### src/design/phy_bus_pkg.sv
// PHY boundary bus definitions
`default_nettype none

package phy_bus_pkg;

  localparam int ADR_W       = 24;
  localparam int DATA_W      = 32;
  localparam int CLK_INDEX_W = 4;

  // training word i lives at base + i
  localparam logic [ADR_W-1:0]  TRAIN_BASE_ADR = 24'h000100;
  // word i is this seed rotated left by i
  localparam logic [DATA_W-1:0] TRAIN_PATTERN  = 32'hA5C3_0F96;

  // master side of wishbone classic
  typedef struct packed {
    logic              cyc;
    logic              stb;
    logic              we;
    logic [ADR_W-1:0]  adr;
    logic [DATA_W-1:0] dat;
  } wb_req_t;

  typedef struct packed {
    logic              ack;
    logic [DATA_W-1:0] dat;
  } wb_rsp_t;

  // pll reconfig request, start is a single-cycle pulse
  typedef struct packed {
    logic                   start;
    logic                   inc_dec_n;
    logic [CLK_INDEX_W-1:0] select;
  } pll_cmd_t;

endpackage

`default_nettype wire

### src/design/cal_result_pkg.sv
// Calibration result types
`default_nettype none

package cal_result_pkg;

  // up to 64 resync phases
  localparam int PHASE_W = 6;

  // request to test the current phase
  typedef struct packed {
    logic               valid;
    logic [PHASE_W-1:0] phase;
  } phase_probe_t;

  typedef struct packed {
    logic               valid;
    logic [PHASE_W-1:0] phase;
    logic               pass;
  } phase_result_t;

  // found and multi hold after valid, valid itself pulses
  typedef struct packed {
    logic               valid;
    logic               found;
    logic               multi;
    logic [PHASE_W-1:0] centre;
  } cal_status_t;

endpackage

`default_nettype wire

### src/design/seq_startup_gate.sv
// Sequencer startup gate
`timescale 1ns/1ns
`default_nettype none

module seq_startup_gate (
  input  wire  seq_clk,
  input  wire  reset_seq_n,
  input  wire  ctl_init_done,
  input  wire  phs_shft_busy,
  output logic seq_enable,
  output logic pll_busy_sync
);

  typedef enum logic [1:0] {
    ST_IDLE,
    ST_WAIT_BUSY,
    ST_GO
  } state_t;

  state_t     state;
  logic [1:0] init_sync;
  logic [1:0] busy_sync;

  always_ff @(posedge seq_clk or negedge reset_seq_n)
  begin
    if (!reset_seq_n)
    begin
      init_sync  <= 2'b00;
      // treat the pll as busy until proven otherwise
      busy_sync  <= 2'b11;
      state      <= ST_IDLE;
      seq_enable <= 1'b0;
    end
    else
    begin
      init_sync <= {init_sync[0], ctl_init_done};
      busy_sync <= {busy_sync[0], phs_shft_busy};
      case (state)
        ST_IDLE:
        begin
          if (init_sync[1])
          begin
            if (busy_sync[1])
            begin
              state <= ST_WAIT_BUSY;
            end
            else
            begin
              state      <= ST_GO;
              seq_enable <= 1'b1;
            end
          end
        end
        ST_WAIT_BUSY:
        begin
          if (init_sync[1] && !busy_sync[1])
          begin
            state      <= ST_GO;
            seq_enable <= 1'b1;
          end
        end
        ST_GO:
        begin
          // stays enabled until the next reset
          seq_enable <= 1'b1;
        end
        default:
        begin
          state      <= ST_IDLE;
          seq_enable <= 1'b0;
        end
      endcase
    end
  end

  assign pll_busy_sync = busy_sync[1];

endmodule

`default_nettype wire

### src/design/seq_training_port.sv
// Training pattern bus master
`timescale 1ns/1ns
`default_nettype none

module seq_training_port #(
  parameter int TRAINING_WORDS = 4
) (
  input  wire                           seq_clk,
  input  wire                           reset_seq_n,
  input  wire                           seq_enable,
  input  cal_result_pkg::phase_probe_t  probe,
  input  phy_bus_pkg::wb_rsp_t          wb_rsp,
  output phy_bus_pkg::wb_req_t          wb_req,
  output logic                          write_done,
  output cal_result_pkg::phase_result_t result
);

  import phy_bus_pkg::*;
  import cal_result_pkg::*;

  localparam int IDX_W = (TRAINING_WORDS > 1) ? $clog2(TRAINING_WORDS) : 1;
  localparam logic [IDX_W-1:0] LAST_IDX = IDX_W'(TRAINING_WORDS - 1);

  typedef enum logic [2:0] {
    ST_IDLE,
    ST_WRITE,
    ST_WR_GAP,
    ST_READY,
    ST_READ,
    ST_RD_GAP
  } state_t;

  state_t             state;
  logic [IDX_W-1:0]   idx;
  logic [PHASE_W-1:0] probe_phase;
  logic               match_all;
  logic               word_match;

  function automatic logic [DATA_W-1:0] train_word(input logic [IDX_W-1:0] i);
    return (TRAIN_PATTERN << i) | (TRAIN_PATTERN >> (DATA_W - i));
  endfunction

  // start of a single classic transfer for word i
  function automatic wb_req_t bus_req(input logic we, input logic [IDX_W-1:0] i);
    wb_req_t req;
    req.cyc = 1'b1;
    req.stb = 1'b1;
    req.we  = we;
    req.adr = TRAIN_BASE_ADR + ADR_W'(i);
    req.dat = we ? train_word(i) : '0;
    return req;
  endfunction

  assign word_match = (wb_rsp.dat == train_word(idx));

  always_ff @(posedge seq_clk or negedge reset_seq_n)
  begin
    if (!reset_seq_n)
    begin
      state       <= ST_IDLE;
      wb_req      <= '0;
      write_done  <= 1'b0;
      result      <= '0;
      idx         <= '0;
      probe_phase <= '0;
      match_all   <= 1'b0;
    end
    else
    begin
      result.valid <= 1'b0;
      case (state)
        ST_IDLE:
        begin
          if (seq_enable)
          begin
            idx    <= '0;
            wb_req <= bus_req(1'b1, '0);
            state  <= ST_WRITE;
          end
        end
        ST_WRITE:
        begin
          if (wb_rsp.ack)
          begin
            wb_req <= '0;
            if (idx == LAST_IDX)
            begin
              write_done <= 1'b1;
              state      <= ST_READY;
            end
            else
            begin
              idx   <= idx + 1'b1;
              state <= ST_WR_GAP;
            end
          end
        end
        ST_WR_GAP:
        begin
          wb_req <= bus_req(1'b1, idx);
          state  <= ST_WRITE;
        end
        ST_READY:
        begin
          if (probe.valid)
          begin
            probe_phase <= probe.phase;
            idx         <= '0;
            match_all   <= 1'b1;
            wb_req      <= bus_req(1'b0, '0);
            state       <= ST_READ;
          end
        end
        ST_READ:
        begin
          if (wb_rsp.ack)
          begin
            wb_req <= '0;
            if (idx == LAST_IDX)
            begin
              result.valid <= 1'b1;
              result.phase <= probe_phase;
              result.pass  <= match_all & word_match;
              state        <= ST_READY;
            end
            else
            begin
              match_all <= match_all & word_match;
              idx       <= idx + 1'b1;
              state     <= ST_RD_GAP;
            end
          end
        end
        ST_RD_GAP:
        begin
          wb_req <= bus_req(1'b0, idx);
          state  <= ST_READ;
        end
        default:
        begin
          state  <= ST_IDLE;
          wb_req <= '0;
        end
      endcase
    end
  end

endmodule

`default_nettype wire

### src/design/seq_phase_stepper.sv
// Resync phase sweep stepper
`timescale 1ns/1ns
`default_nettype none

module seq_phase_stepper #(
  parameter int PLL_PHASES = 32
) (
  input  wire                                    seq_clk,
  input  wire                                    reset_seq_n,
  input  wire                                    write_done,
  input  wire                                    pll_busy_sync,
  input  wire  [phy_bus_pkg::CLK_INDEX_W-1:0]    resync_clk_index,
  input  cal_result_pkg::phase_result_t          result,
  input  cal_result_pkg::cal_status_t            status,
  output cal_result_pkg::phase_probe_t           probe,
  output phy_bus_pkg::pll_cmd_t                  pll_cmd,
  output logic                                   cal_done
);

  import cal_result_pkg::*;

  localparam logic [PHASE_W-1:0] LAST_PHASE  = PHASE_W'(PLL_PHASES - 1);
  localparam logic [2:0]         WAIT_CYCLES = 3'd4;

  typedef enum logic [2:0] {
    ST_IDLE,
    ST_RESULT,
    ST_PLL_CNT,
    ST_PLL_BUSY,
    ST_STATUS,
    ST_DONE
  } state_t;

  state_t             state;
  logic [PHASE_W-1:0] phase;
  logic [PHASE_W-1:0] target;
  logic               returning;
  logic               probe_valid;
  logic               pll_start;
  logic               pll_inc;
  logic [2:0]         wait_cnt;

  always_ff @(posedge seq_clk or negedge reset_seq_n)
  begin
    if (!reset_seq_n)
    begin
      state       <= ST_IDLE;
      phase       <= '0;
      target      <= '0;
      returning   <= 1'b0;
      probe_valid <= 1'b0;
      pll_start   <= 1'b0;
      pll_inc     <= 1'b0;
      wait_cnt    <= '0;
      cal_done    <= 1'b0;
    end
    else
    begin
      probe_valid <= 1'b0;
      pll_start   <= 1'b0;
      case (state)
        ST_IDLE:
        begin
          if (write_done)
          begin
            probe_valid <= 1'b1;
            state       <= ST_RESULT;
          end
        end
        ST_RESULT:
        begin
          if (result.valid)
          begin
            if (phase == LAST_PHASE)
            begin
              state <= ST_STATUS;
            end
            else
            begin
              pll_start <= 1'b1;
              pll_inc   <= 1'b1;
              phase     <= phase + 1'b1;
              wait_cnt  <= WAIT_CYCLES;
              state     <= ST_PLL_CNT;
            end
          end
        end
        // fixed settle time before busy is trusted
        ST_PLL_CNT:
        begin
          wait_cnt <= wait_cnt - 1'b1;
          if (wait_cnt == 3'd1)
          begin
            state <= ST_PLL_BUSY;
          end
        end
        ST_PLL_BUSY:
        begin
          if (!pll_busy_sync)
          begin
            if (!returning)
            begin
              probe_valid <= 1'b1;
              state       <= ST_RESULT;
            end
            else if (phase == target)
            begin
              cal_done <= 1'b1;
              state    <= ST_DONE;
            end
            else
            begin
              pll_start <= 1'b1;
              pll_inc   <= 1'b0;
              phase     <= phase - 1'b1;
              wait_cnt  <= WAIT_CYCLES;
              state     <= ST_PLL_CNT;
            end
          end
        end
        ST_STATUS:
        begin
          if (status.valid)
          begin
            // no window means stay on the last phase
            returning <= 1'b1;
            target    <= status.found ? status.centre : phase;
            state     <= ST_PLL_BUSY;
          end
        end
        ST_DONE:
        begin
          cal_done <= 1'b1;
        end
        default:
        begin
          state <= ST_IDLE;
        end
      endcase
    end
  end

  assign probe.valid = probe_valid;
  assign probe.phase = phase;

  assign pll_cmd.start     = pll_start;
  assign pll_cmd.inc_dec_n = pll_inc;
  assign pll_cmd.select    = resync_clk_index;

endmodule

`default_nettype wire

### src/design/seq_window_finder.sv
// Data valid window finder
`timescale 1ns/1ns
`default_nettype none

module seq_window_finder #(
  parameter int PLL_PHASES = 32
) (
  input  wire                           seq_clk,
  input  wire                           reset_seq_n,
  input  cal_result_pkg::phase_result_t result,
  output cal_result_pkg::cal_status_t   status
);

  import cal_result_pkg::*;

  localparam int LEN_W = PHASE_W + 1;
  localparam logic [PHASE_W-1:0] LAST_PHASE = PHASE_W'(PLL_PHASES - 1);

  logic [LEN_W-1:0]   run_len;
  logic [LEN_W-1:0]   best_len;
  logic [1:0]         runs;
  logic [PHASE_W-1:0] run_start;
  logic [PHASE_W-1:0] best_start;
  logic               last_seen;
  logic               fresh;
  logic [LEN_W-1:0]   prev_len;
  logic [LEN_W-1:0]   prev_best;
  logic [1:0]         prev_runs;
  logic [LEN_W-1:0]   next_len;
  logic [LEN_W-1:0]   half_len;

  // phase 0 opens a new sweep
  always_comb
  begin
    fresh     = (result.phase == '0);
    prev_len  = fresh ? '0 : run_len;
    prev_best = fresh ? '0 : best_len;
    prev_runs = fresh ? '0 : runs;
    next_len  = prev_len + 1'b1;
    half_len  = (best_len - 1'b1) >> 1;
  end

  always_ff @(posedge seq_clk or negedge reset_seq_n)
  begin
    if (!reset_seq_n)
    begin
      run_len   <= '0;
      best_len  <= '0;
      runs      <= '0;
      last_seen <= 1'b0;
      status    <= '0;
    end
    else
    begin
      last_seen    <= result.valid && (result.phase == LAST_PHASE);
      status.valid <= last_seen;
      if (result.valid)
      begin
        if (result.pass)
        begin
          run_len <= next_len;
          // strictly longer, so the earlier of equal runs stays
          best_len <= (next_len > prev_best) ? next_len : prev_best;
          if (prev_len == '0)
          begin
            runs <= (prev_runs == 2'd2) ? 2'd2 : prev_runs + 1'b1;
          end
          else
          begin
            runs <= prev_runs;
          end
        end
        else
        begin
          run_len  <= '0;
          best_len <= prev_best;
          runs     <= prev_runs;
        end
      end
      if (last_seen)
      begin
        status.found  <= (best_len != '0);
        status.multi  <= (runs > 2'd1);
        status.centre <= (best_len != '0) ? best_start + PHASE_W'(half_len) : '0;
      end
    end
  end

  // start of the current run and of the best run
  always_ff @(posedge seq_clk)
  begin
    if (result.valid && result.pass)
    begin
      if (prev_len == '0)
      begin
        run_start <= result.phase;
      end
      if (next_len > prev_best)
      begin
        best_start <= (prev_len == '0) ? result.phase : run_start;
      end
    end
  end

endmodule

`default_nettype wire

### src/design/calib_sequencer.sv
// Resync calibration sequencer
`timescale 1ns/1ns
`default_nettype none

module calib_sequencer #(
  parameter int PLL_PHASES     = 32,
  parameter int TRAINING_WORDS = 4
) (
  input  wire                                 seq_clk,
  input  wire                                 reset_seq_n,
  input  wire                                 ctl_init_done,
  input  wire                                 phs_shft_busy,
  input  wire  [phy_bus_pkg::CLK_INDEX_W-1:0] resync_clk_index,
  output phy_bus_pkg::wb_req_t                wb_req,
  input  phy_bus_pkg::wb_rsp_t                wb_rsp,
  output phy_bus_pkg::pll_cmd_t               pll_cmd,
  output logic                                ctl_usr_mode_rdy,
  output logic                                resynchronisation_successful,
  output logic                                rsu_no_dvw_err,
  output logic                                rsu_grt_one_dvw_err,
  output logic [cal_result_pkg::PHASE_W-1:0]  rsu_codvw_phase
);

  import cal_result_pkg::*;

  logic          seq_enable;
  logic          pll_busy_sync;
  logic          write_done;
  logic          cal_done;
  phase_probe_t  probe;
  phase_result_t result;
  cal_status_t   status;

  seq_startup_gate u_startup_gate (
    .seq_clk       (seq_clk),
    .reset_seq_n   (reset_seq_n),
    .ctl_init_done (ctl_init_done),
    .phs_shft_busy (phs_shft_busy),
    .seq_enable    (seq_enable),
    .pll_busy_sync (pll_busy_sync)
  );

  seq_training_port #(
    .TRAINING_WORDS (TRAINING_WORDS)
  ) u_training_port (
    .seq_clk     (seq_clk),
    .reset_seq_n (reset_seq_n),
    .seq_enable  (seq_enable),
    .probe       (probe),
    .wb_rsp      (wb_rsp),
    .wb_req      (wb_req),
    .write_done  (write_done),
    .result      (result)
  );

  seq_phase_stepper #(
    .PLL_PHASES (PLL_PHASES)
  ) u_phase_stepper (
    .seq_clk          (seq_clk),
    .reset_seq_n      (reset_seq_n),
    .write_done       (write_done),
    .pll_busy_sync    (pll_busy_sync),
    .resync_clk_index (resync_clk_index),
    .result           (result),
    .status           (status),
    .probe            (probe),
    .pll_cmd          (pll_cmd),
    .cal_done         (cal_done)
  );

  seq_window_finder #(
    .PLL_PHASES (PLL_PHASES)
  ) u_window_finder (
    .seq_clk     (seq_clk),
    .reset_seq_n (reset_seq_n),
    .result      (result),
    .status      (status)
  );

  assign ctl_usr_mode_rdy             = cal_done;
  assign resynchronisation_successful = status.found;
  // missing window is only known once calibration ends
  assign rsu_no_dvw_err               = cal_done & ~status.found;
  assign rsu_grt_one_dvw_err          = status.multi;
  assign rsu_codvw_phase              = status.centre;

endmodule

`default_nettype wire

### config.mk
export PLATFORM = sky130hd
export DESIGN_NAME = calib_sequencer
export DESIGN_NICKNAME = d
export VERILOG_FILES = /design/src/design/phy_bus_pkg.sv /design/src/design/cal_result_pkg.sv /design/src/design/seq_startup_gate.sv /design/src/design/seq_training_port.sv /design/src/design/seq_phase_stepper.sv /design/src/design/seq_window_finder.sv /design/src/design/calib_sequencer.sv
export SDC_FILE = /design/constraint.sdc
export NUM_CORES = 1
export LEC_CHECK = 0
export ABC_CLOCK_PERIOD_IN_PS = 11700
export BUFFER_PORTS_ARGS = -buffer_cell sky130_fd_sc_hd__buf_2
export CORE_MARGIN = 3
export CORE_UTILIZATION = 61
export CTS_CLUSTER_DIAMETER = 100
export CTS_CLUSTER_SIZE = 8
export DETAILED_ROUTE_END_ITERATION = 7
export HOLD_SLACK_MARGIN = 0.06
export PLACE_DENSITY = 0.86
export SETUP_SLACK_MARGIN = 0.02
export SLEW_MARGIN = 20
export SYNTH_ARGS = -nofsm -noshare
export SYNTH_HDL_FRONTEND = slang
export SYNTH_HIERARCHICAL = 1
export SYNTH_SLANG_ARGS = --single-unit
### constraint.sdc
create_clock -name seq_clk -period 11.7 [get_ports seq_clk]
set_input_delay 0.585 -clock seq_clk [delete_from_list [all_inputs] [get_ports seq_clk]]
set_output_delay 0.585 -clock seq_clk [all_outputs]
set_load 0.05 [all_outputs]
Word-level counts from Yosys, hierarchy flattened
Cells that the tools add are included.
- register bits: 148
- input port bits: 41
- output and inout bits: 75
- word-level logic and storage cells: 209
- add/sub/neg operators: 10
- $lt $le $gt $ge: 2
- eq/ne operators: 38
- shift-type cells: 2
- mux-type cells: 84
- bitwise operators: 6
- reduce and logical (&&, ||, !) cells: 31
- operator list (operator ; count):
    59-bit case mux with 5 select lines ; 1
    59-bit two-way mux ; 3
    3-bit two-way mux ; 18
    6-bit two-way mux ; 8
    3-bit case mux with 6 select lines ; 2
    7-bit two-way mux ; 5
    32-bit == test ; 1
    32-bit OR ; 1
    32-bit by 2-bit left shift with 32-bit output, first input constant ; 1
    32-bit by 32-bit >> shifter with 32-bit output, first input constant ; 1
    8-bit two-way mux ; 3
    1-bit two-way mux ; 23
    2-bit two-way mux ; 11
    2-bit inequality test, second input constant ; 11
    6-bit AND reduction ; 3
    2-bit by 1-bit inequality test with 1-bit output, second input constant ; 8
    3-bit AND reduction ; 5
    3-bit by 2-bit == test with 1-bit output, second input constant ; 4
    3-bit == test, second input constant ; 4
    6-bit by 5-bit == test with 1-bit output, second input constant ; 2
    2-bit case mux with 3 select lines ; 2
    6-bit case mux with 2 select lines ; 1
    4-bit AND reduction ; 3
    9-bit by 2-bit adder with 10-bit output, first input constant ; 1
    other kinds (31) ; 51

Longest topological paths before layout
Gate-level depths: netlist of run 1.
- depth in word-level cells: 8
- gate-level depth with buffers: 14
- mapped depth without buffers: 13

Cells and area by module
Netlist of run 1, hierarchy kept.
- modules (own cells, without submodules) (module ; times used ; cells an instance ; area an instance (um^2) ; seq. area each (um^2)):
    seq_training_port ; 1 ; 256 ; 2561.2 ; 1126.1
    seq_window_finder ; 1 ; 236 ; 2412.3 ; 1011.0
    seq_phase_stepper ; 1 ; 154 ; 1492.7 ; 575.6
    seq_startup_gate ; 1 ; 13 ; 219.0 ; 177.7
    calib_sequencer ; 1 ; 1 ; 13.8 ; 0.0

Least setup slack after synthesis of run 1
OpenSTA, ideal clock, no wires.
- path type: register -> register
- from: reg, netlist name u_training_port/result[6]
- to: reg u_window_finder.best_start[0] (enable)
- data arrival time: 3.326 ns
- required time: 11.320 ns
- path slack: 7.994 ns
- stages on the path, launching flop included: 14
- clock period less this slack: 3.706 ns
- path through: dfrtp_1 -> nor4_4 -> nand2_2 -> buf_4 -> nand2_1 -> inv_1 -> ha_1 -> ha_1 -> or3b_1 -> o2111ai_1 -> a31oi_1 -> a311oi_2 -> o2bb2ai_2 -> a2111oi_4
- word-level cells in the longest chain between the ends: 5
- RTL lines (what ; line ; text):
    6-bit logical NOT * ; seq_window_finder.sv:35 ; fresh = (result.phase == '0);
    7-bit two-way mux ; seq_window_finder.sv:36 ; prev_len = fresh ? '0 : run_len;
    7-bit by 1-bit adder with 7-bit output ; seq_window_finder.sv:39 ; next_len = prev_len + 1'b1;
    7-bit > comparator * ; seq_window_finder.sv:98 ; if (next_len > prev_best)
    2-bit AND reduction (no line) * ; n/a ;
    end signal, assigned ; seq_window_finder.sv:100 ; best_start <= (prev_len == '0) ? result.phase : run_start;
    end, declared ; seq_window_finder.sv:23 ; logic [PHASE_W-1:0] best_start;
Mark *: on every way between the ends. The rest lies on a longest branch, timed or not.
A chain may end at the register's enable or synchronous reset.

Worst setup path after layout of run 1
- from: reg, netlist name u_training_port/result[6]
- to: reg u_window_finder.best_len[5]
- word-level cells in the longest chain between the ends: 6
- RTL lines (what ; line ; text):
    6-bit logical NOT * ; seq_window_finder.sv:35 ;
    7-bit two-way mux ; seq_window_finder.sv:36 ;
    7-bit by 1-bit adder with 7-bit output ; seq_window_finder.sv:39 ;
    7-bit > comparator ; seq_window_finder.sv:63 ; best_len <= (next_len > prev_best) ? next_len : prev_best;
    7-bit two-way mux ; seq_window_finder.sv:63 ;
    7-bit two-way mux * ; seq_window_finder.sv:59 ; if (result.pass)
    end signal, assigned ; seq_window_finder.sv:63 ;
    end signal, assigned ; seq_window_finder.sv:76 ; best_len <= prev_best;
    end, declared ; seq_window_finder.sv:20 ; logic [LEN_W-1:0] best_len;
Marked as above.

==> results of run 1 <==
==> how the worst max path moves through the flow <==
stage	start	end	cells past startpoint
CTS	u_training_port/result[6]	u_window_finder/best_len[5]	12
floorplan	u_training_port/result[6]	u_window_finder/best_start[0]	13
finish	u_training_port/result[6]	u_window_finder/best_len[5]	12
detailed placement	u_training_port/result[6]	u_window_finder/best_start[1]	11
global route	u_training_port/result[6]	u_window_finder/best_len[5]	12
global placement	u_training_port/result[6]	u_window_finder/best_start[3]	11
==> registers in the layout (all words and copies together) (netlist names), 6 cells and up <==
register / cells
u_window_finder/run_len: 7
u_training_port/probe_phase: 6
u_phase_stepper/target: 6
u_window_finder/run_start: 6
u_window_finder/best_len: 7
u_phase_stepper/phase: 6
u_training_port/wb_req: 24
u_window_finder/status: 9
u_window_finder/best_start: 6
u_training_port/result: 8
==> layer usage <==
metal  GRT usage [%]  vias to the layer above  share of wire, %
li1                -                     2375                 -
met1            29.8                     2552                40
met2            44.6                      216                52
met3            6.55                       53               5.2
met4            11.3                        0               3.2
met5               0                        -                 0
==> Yosys cell counts (all sizes together), types with 8 or more instances <==
| master | count |
|---|---|
| a21oi | 22 |
| a22o | 15 |
| and3 | 8 |
| buf | 65 |
| dfrtp | 99 |
| edfxtp | 12 |
| ha | 26 |
| inv | 38 |
| mux2 | 19 |
| mux2i | 20 |
| nand2 | 80 |
| nand3 | 10 |
| nand4 | 9 |
| nor2 | 36 |
| nor3 | 11 |
| nor3b | 8 |
| o21ai | 30 |
| o22ai | 12 |
| xnor2 | 21 |
| xor2 | 11 |
==> placed cells by master, fill, tap and decap left out, drive strengths merged, types with 6 or more instances in the layout <==
master	count
o211ai	7
dfrtp	99
nand2b	6
clkbuf	19
nor2b	7
o22ai	12
and2	7
nand2	80
nor2	36
a22o	15
mux2i	20
nand3	10
xnor2	21
a21oi	22
mux2	19
conb	21
xor2	11
buf	88
edfxtp	12
clkinv	9
o21ai	30
and3	8
nor3b	8
inv	38
nor3	11
ha	26
nand4	9
o31ai	6
==> through the flow <==
stage / std cells / util, % / total power [mW]
after floorplan: 680 / - / 0.948
after global placement: 834 / 65.5 / 0.996
after detailed placement: 834 / 65.5 / 1.02
after CTS: 866 / 71.2 / 1.54
after global routing: 866 / 71.3 / 1.61
final: 866 / 71.3 / 1.54
==> worst max-delay path, stage by stage, from the launching register on <==
cell and delay (ns):
dfrtp_1 0.44, nor4_4 0.36, nand2_2 0.28, and2_1 0.28, ha_1 0.35, ha_1 0.33, or3b_1 0.36, o2111ai_1 0.12
a31oi_1 0.14, a311oi_2 0.27, o2bb2ai_2 0.15, a2111oi_4 0.78, mux2i_1 0.33
==> power breakdown <==
group	switching [mW]	leakage [nW]	internal [mW]	total (mW)
Sequential	0.0698	1.49	0.447	0.517
Clock	0.173	0.292	0.347	0.520
Combinational	0.348	1.85	0.154	0.502
Total	0.591	3.63	0.948	1.54
==> cells by family (layout without fill, tap and decap cells) <==
family	Yosys count	count (layout)
simple gates	204	204
other cells	1	21
mux	39	39
flops	113	113
fa+ha+maj	28	28
xor+xnor	34	34
buf+inv	109	159
compound gates	132	132
==> area by class of cell <==
class	instances	area [sq um]
multi-input combinational	458	3240
inverter	39	146
clock inverter	13	166
timing repair buffer	88	448
sequential	113	2890
clock buffer	19	432
fill	714	3020
tap	136	170
==> impl_metrics.tcl, run 1 <==
set metrics [dict create \
    setup_slack_ns 7.43 \
    synth.area.mux_share_pct 6.41 \
    crit_arrival_ns 4.69 \
    cts_max_level 4 \
    final_layout_size_suffix_gt1_share_pct 22.6 \
    ant_nets 0 \
    wl_per_cell_um 17.8 \
    power_density_nw_per_um2 205 \
    drv_slew 0 \
    max-slew-margin-rel_pct 42.1 \
    hold_path.class "in -> async" \
    holdBufCountCts 0 \
    skew_ns 0.00772 \
    dieArea_sq_um 12300 \
    synthXorXnorAreaFrac_pct 4.86 \
    num_antenna_cells 0 \
    worstRegToRegCells 12 \
    r2r_slack_ns 7.43 \
    detail_route.first_pass.iterations 5 \
    io_pins 116 \
    ctsResizeCount 0 \
    initial_core_util_pct 63.7 \
    postSynthCellCount 660 \
    die-width_um 111 \
    tritoncts "yes" \
    routed_wl_mm 15.4 \
    hold-worst-slack_ns 0.0878 \
    drc 0 \
    grt_pass1_wl_mm 25.7 \
    cts-buffers-inserted 17 \
    drtIter0Drc 347 \
    core-area_sq_um 10500 \
    tns_ns 0 \
    rsz0062_at_grt "false" \
    async_flop_share_pct 89.4 \
    finalInstanceArea_sq_um 7490 \
    drt-vias-per-instance 6.00 \
    synth_cell_types 85 \
    crit_fanout 18 \
    cts_max_path_buffers 2 \
    clock_sinks 113 \
    syn_area_per_cell_sq_um 10.1 \
    seq_area_frac_synth_pct 43.1 \
    path_clk_slew_ns 0.06 \
    synth_top_family_by_area "simple AND/OR/NAND/NOR gates" \
    grt_max_degree 56 \
    routabilityCongestion 0.885 \
    io_buffers 86 \
    r2r_end "u_window_finder/best_len[5]" \
    synth-edff-count 12 \
    synth_top_flop_cell "dfrtp_1" \
    num_vias 5196 \
    startpoint_type "register" \
    root_buffer "clkbuf_8" \
    antenna_found_initial 0 \
    grt_pass1_vias 5224 \
    place_area_sq_um 6890 \
    placementRows 37 \
    post-route-min-period_ns 4.27 \
    netlist_area_sq_um 6700 \
    die_h_um 111 \
    clock_latency_ns 0.51 \
    synth-simple-area-share_pct 16.1 \
    fmax_mhz 234 \
    syn2layout_area_growth_pct 11.8 \
    yosysWarnings 6 \
    synth_area_leaders "dfrtp_1, buf_4, edfxtp_1" \
    grt-ovfl-total 0 \
    synth_compound_area_share_pct 14.2 \
    power.leakage_nw 3.63 \
    end_kind "register" \
    worst-slew-pin-transition_ns 0.863 \
    r2r_start "u_training_port/result[6]" \
    peakVddDrop_v 0.000167 \
    setup_viol 0 \
    status "complete, no violations" \
    synth_top_cell_area_share_pct 37.0 \
    track_usage_pct 25.6 \
    place_ws_ns 7.52 \
    finalHoldViolCount 0 \
    critPathKind "reg -> reg" \
    maxCapViolations 0 \
    yosysTopAreaCell "dfrtp_1" \
    dp_hpwl_mm 10.6 \
    ys_seq_elements 113 \
    final.period_utilization_pct 36.5 \
    fin_nets 786 \
    synth_fa_ha_area_share_pct 5.45 \
    postCtsSetupBuffers 0 \
    required_ns 12.12 \
]
Power figures use the tool's default switching activity.
==> inputs of run 2 (changes only) <==
--- a/config.mk
+++ b/config.mk
@@ -5,15 +5,16 @@
 export SDC_FILE = /design/constraint.sdc
 export NUM_CORES = 1
 export LEC_CHECK = 0
-export ABC_CLOCK_PERIOD_IN_PS = 11700
+export ABC_AREA = 1
+export ABC_CLOCK_PERIOD_IN_PS = 3500
 export BUFFER_PORTS_ARGS = -buffer_cell sky130_fd_sc_hd__buf_2
 export CORE_MARGIN = 3
-export CORE_UTILIZATION = 61
+export CORE_UTILIZATION = 52
 export CTS_CLUSTER_DIAMETER = 100
 export CTS_CLUSTER_SIZE = 8
 export DETAILED_ROUTE_END_ITERATION = 7
 export HOLD_SLACK_MARGIN = 0.06
-export PLACE_DENSITY = 0.86
+export PLACE_DENSITY = 0.77
 export SETUP_SLACK_MARGIN = 0.02
 export SLEW_MARGIN = 20
 export SYNTH_ARGS = -nofsm -noshare
==> constraint.sdc (replaced) <==
create_clock -name seq_clk -period 3.5 [get_ports seq_clk]
set_input_delay 0.175 -clock seq_clk [delete_from_list [all_inputs] [get_ports seq_clk]]
set_output_delay 0.175 -clock seq_clk [all_outputs]
set_load 0.05 [all_outputs]
==> impl_metrics.tcl, run 2 <==
set metrics [dict create \
    status "complete, no violations" \
    grt_max_degree 52 \
    syn_area_per_cell_sq_um 7.65 \
    synth_top_flop_cell "dfrtp_1" \
    drc 0 \
    final_common_cell "nand2_1" \
    fmax_mhz 318 \
    layout_common_cells "nand2_1, inv_1, dfrtp_1, buf_2, nor2_1" \
    critPathLaunch "u_training_port/result[4]" \
    synth_cell_types 50 \
    grt_busiest_layer "met2" \
    ant_nets 0 \
    track_usage_pct 21.1 \
    placementRows 41 \
    path_common_cell "nand2_1" \
    path_clk_slew_ns 0.05 \
    skew_ns 0.00712 \
    met2_usage_pct 34.3 \
    num_vias 5845 \
    startpoint_type "register" \
    setup_viol 0 \
    die-width_um 122 \
    drtIter0Drc 491 \
    tritoncts "yes" \
    wl_per_cell_um 12.8 \
    max_stage_delay_ns 0.43 \
    postSynthCellCount 919 \
    drv_slew 0 \
    io_pins 116 \
    die_h_um 122 \
    final_layout_size_suffix_gt1_share_pct 18.4 \
    syn2layout_area_growth_pct 14.2 \
    initial_core_util_pct 54.4 \
    netlist_area_sq_um 7030 \
    use_met3_pct 4.93 \
    seq_area_frac_synth_pct 41.1 \
    grt_pass1_wl_mm 25.1 \
    synth_area_leaders "dfrtp_1, nand2_1, inv_1" \
    largestRegisters "u_training_port/wb_req (24), u_window_finder/status (9), u_training_port/result (8)" \
    critPathKind "reg -> reg" \
    yosysWarnings 6 \
    antenna_found_initial 0 \
    power.leakage_nw 4.34 \
    crit_fanout 12 \
    hold_path.class "in -> reg" \
    crit_chain "nor2_2 -> nand3_4 -> nand2_1 -> inv_1 -> ha_1 -> ha_1 -> inv_1 -> o21bai_1 -> nand2_1 -> nand2_1 -> nand4_1 -> nand2_1 -> nand2_2 -> nand2_4 -> nand3_4 -> nor2_1" \
    synth_top_family_by_area "simple AND/OR/NAND/NOR gates" \
    routabilityCongestion 0.881 \
    dieArea_sq_um 15000 \
    yosysTopAreaCell "dfrtp_1" \
    clock_sinks 113 \
    cp_slowest_cell "nor2_1" \
    grt-ovfl-total 0 \
    synth-edff-count 12 \
    cts_max_level 4 \
    required_ns 3.55 \
    endpoint "u_window_finder/best_start[4]" \
    power_density_nw_per_um2 412 \
    synthTopCellsByCount "nand2_1, inv_1, dfrtp_1" \
    ys_seq_elements 113 \
    grt_pass1_vias 5351 \
    cp_num_cells 16 \
    r2r_slack_ns 0.36 \
    clock_latency_ns 0.42 \
    async_flop_share_pct 89.4 \
    maxCapViolations 0 \
    synth.most_common_cell "nand2_1" \
    synth_top_cell_area_share_pct 35.2 \
    synth_fa_ha_area_share_pct 5.20 \
    worst-slew-pin-transition_ns 0.709 \
    ctsResizeCount 0 \
    tns_ns 0 \
    max-slew-margin-rel_pct 52.6 \
    synth.area.mux_share_pct 0 \
    num_antenna_cells 0 \
    gr-usage-met1_pct 27.6 \
    io_buffers 86 \
    path_delay_family "simple AND/OR/NAND/NOR gates" \
    drt-vias-per-instance 4.95 \
    top_register "u_training_port/wb_req" \
    crit_arrival_ns 3.19 \
    r2r_end "u_window_finder/best_start[4]" \
    dp_hpwl_mm 11.0 \
    end_kind "register" \
    r2r_start "u_training_port/result[4]" \
    peakVddDrop_v 0.000321 \
    rsz0062_at_grt "false" \
    fin_nets 1065 \
    worstRegToRegCells 16 \
    routed_wl_mm 15.1 \
    detail_route.first_pass.iterations 5 \
    largest_reg_flops 24 \
    finalPower_mw 3.31 \
    seq_area_sq_um 2890 \
    nFillCells 1171 \
    finalHoldViolCount 0 \
    final.period_utilization_pct 89.8 \
    cp_num_buf_inv 2 \
    cts_max_path_buffers 2 \
    core-area_sq_um 12900 \
    cts-buffers-inserted 17 \
    synth-simple-area-share_pct 30.5 \
    root_buffer "clkbuf_16" \
    multi_input_area_sq_um 3290 \
    synth_compound_area_share_pct 8.29 \
    synthXorXnorAreaFrac_pct 1.74 \
    post-route-min-period_ns 3.14 \
]
## run 2: logic make-up (layout without fill, tap and decap cells)
kind of cell	count (synthesis)	in the layout
AOI/OAI and AO/OA	104	104
xor gates and xnor gates	14	14
and+or+nand+nor	470	470
other	1	21
DFF	113	113
adders and majority gates	28	28
buffers and inverters	189	259
## run 2: worst register-to-register path, stage by stage, from the launching register on
cell and delay [ns]:
dfrtp_1 0.42, nor2_2 0.18, nand3_4 0.18, nand2_1 0.14, inv_1 0.09, ha_1 0.32
ha_1 0.30, inv_1 0.04, o21bai_1 0.11, nand2_1 0.06, nand2_1 0.06, nand4_1 0.08
nand2_1 0.08, nand2_2 0.06, nand2_4 0.10, nand3_4 0.12, nor2_1 0.43
## run 2: cell type report
cell class,instances,area share [%]
timing repair buffer,94,6.27
multi-input combinational,637,41.0
sequential,113,36.0
tap,172,2.68
clock inverter,11,2.00
inverter,133,6.28
clock buffer,21,5.74
## run 2: worst min-delay path by stage
stage                      startpoint                           to  slack [ns]  depth (start not counted)
final                      wb_rsp[21]    u_training_port/result[0]        0.29                          8
after global routing       wb_rsp[15]    u_training_port/result[0]        0.35                          8
after CTS                  wb_rsp[21]    u_training_port/result[0]        0.27                          8
after detailed placement  reset_seq_n  u_phase_stepper/wait_cnt[1]        0.25                          1
after global placement    reset_seq_n     u_phase_stepper/state[0]        0.25                          1
after floorplan           reset_seq_n     u_phase_stepper/cal_done       -0.12                          0
## run 2: metrics by stage
step	std cells	utilization (%)	cell area (sq um)	hold WS [ns]	setup slack (ns)
CTS	1181	62.1	8030	0.271	0.375
finish	1181	62.1	8030	0.294	0.359
detailed placement	1145	57.0	7370	0.248	0.404
floorplan	939	-	7110	-0.121	0.558
global placement	1145	57.0	7370	0.253	0.542
global route	1181	62.1	8030	0.347	0.215
## run 2: timing repair
item | CTS | global route
endpoints found under the hold margin | 52 | 0
buffers inserted | 0 | 0
hold buffers | 4 | 0
## run 2: routing by layer
layer  routed length, um  vias up
met5                   0        -
met4                 275        0
met3                 709       26
met2                7210      165
met1                6920     2680
li1                    -     2974
## run 2: power breakdown
| part | internal [mW] | switching (mW) |
|---|---|---|
| clock | 1.22 | 0.582 |
| combinational | 0.0409 | 0.113 |
| sequential | 1.34 | 0.0104 |
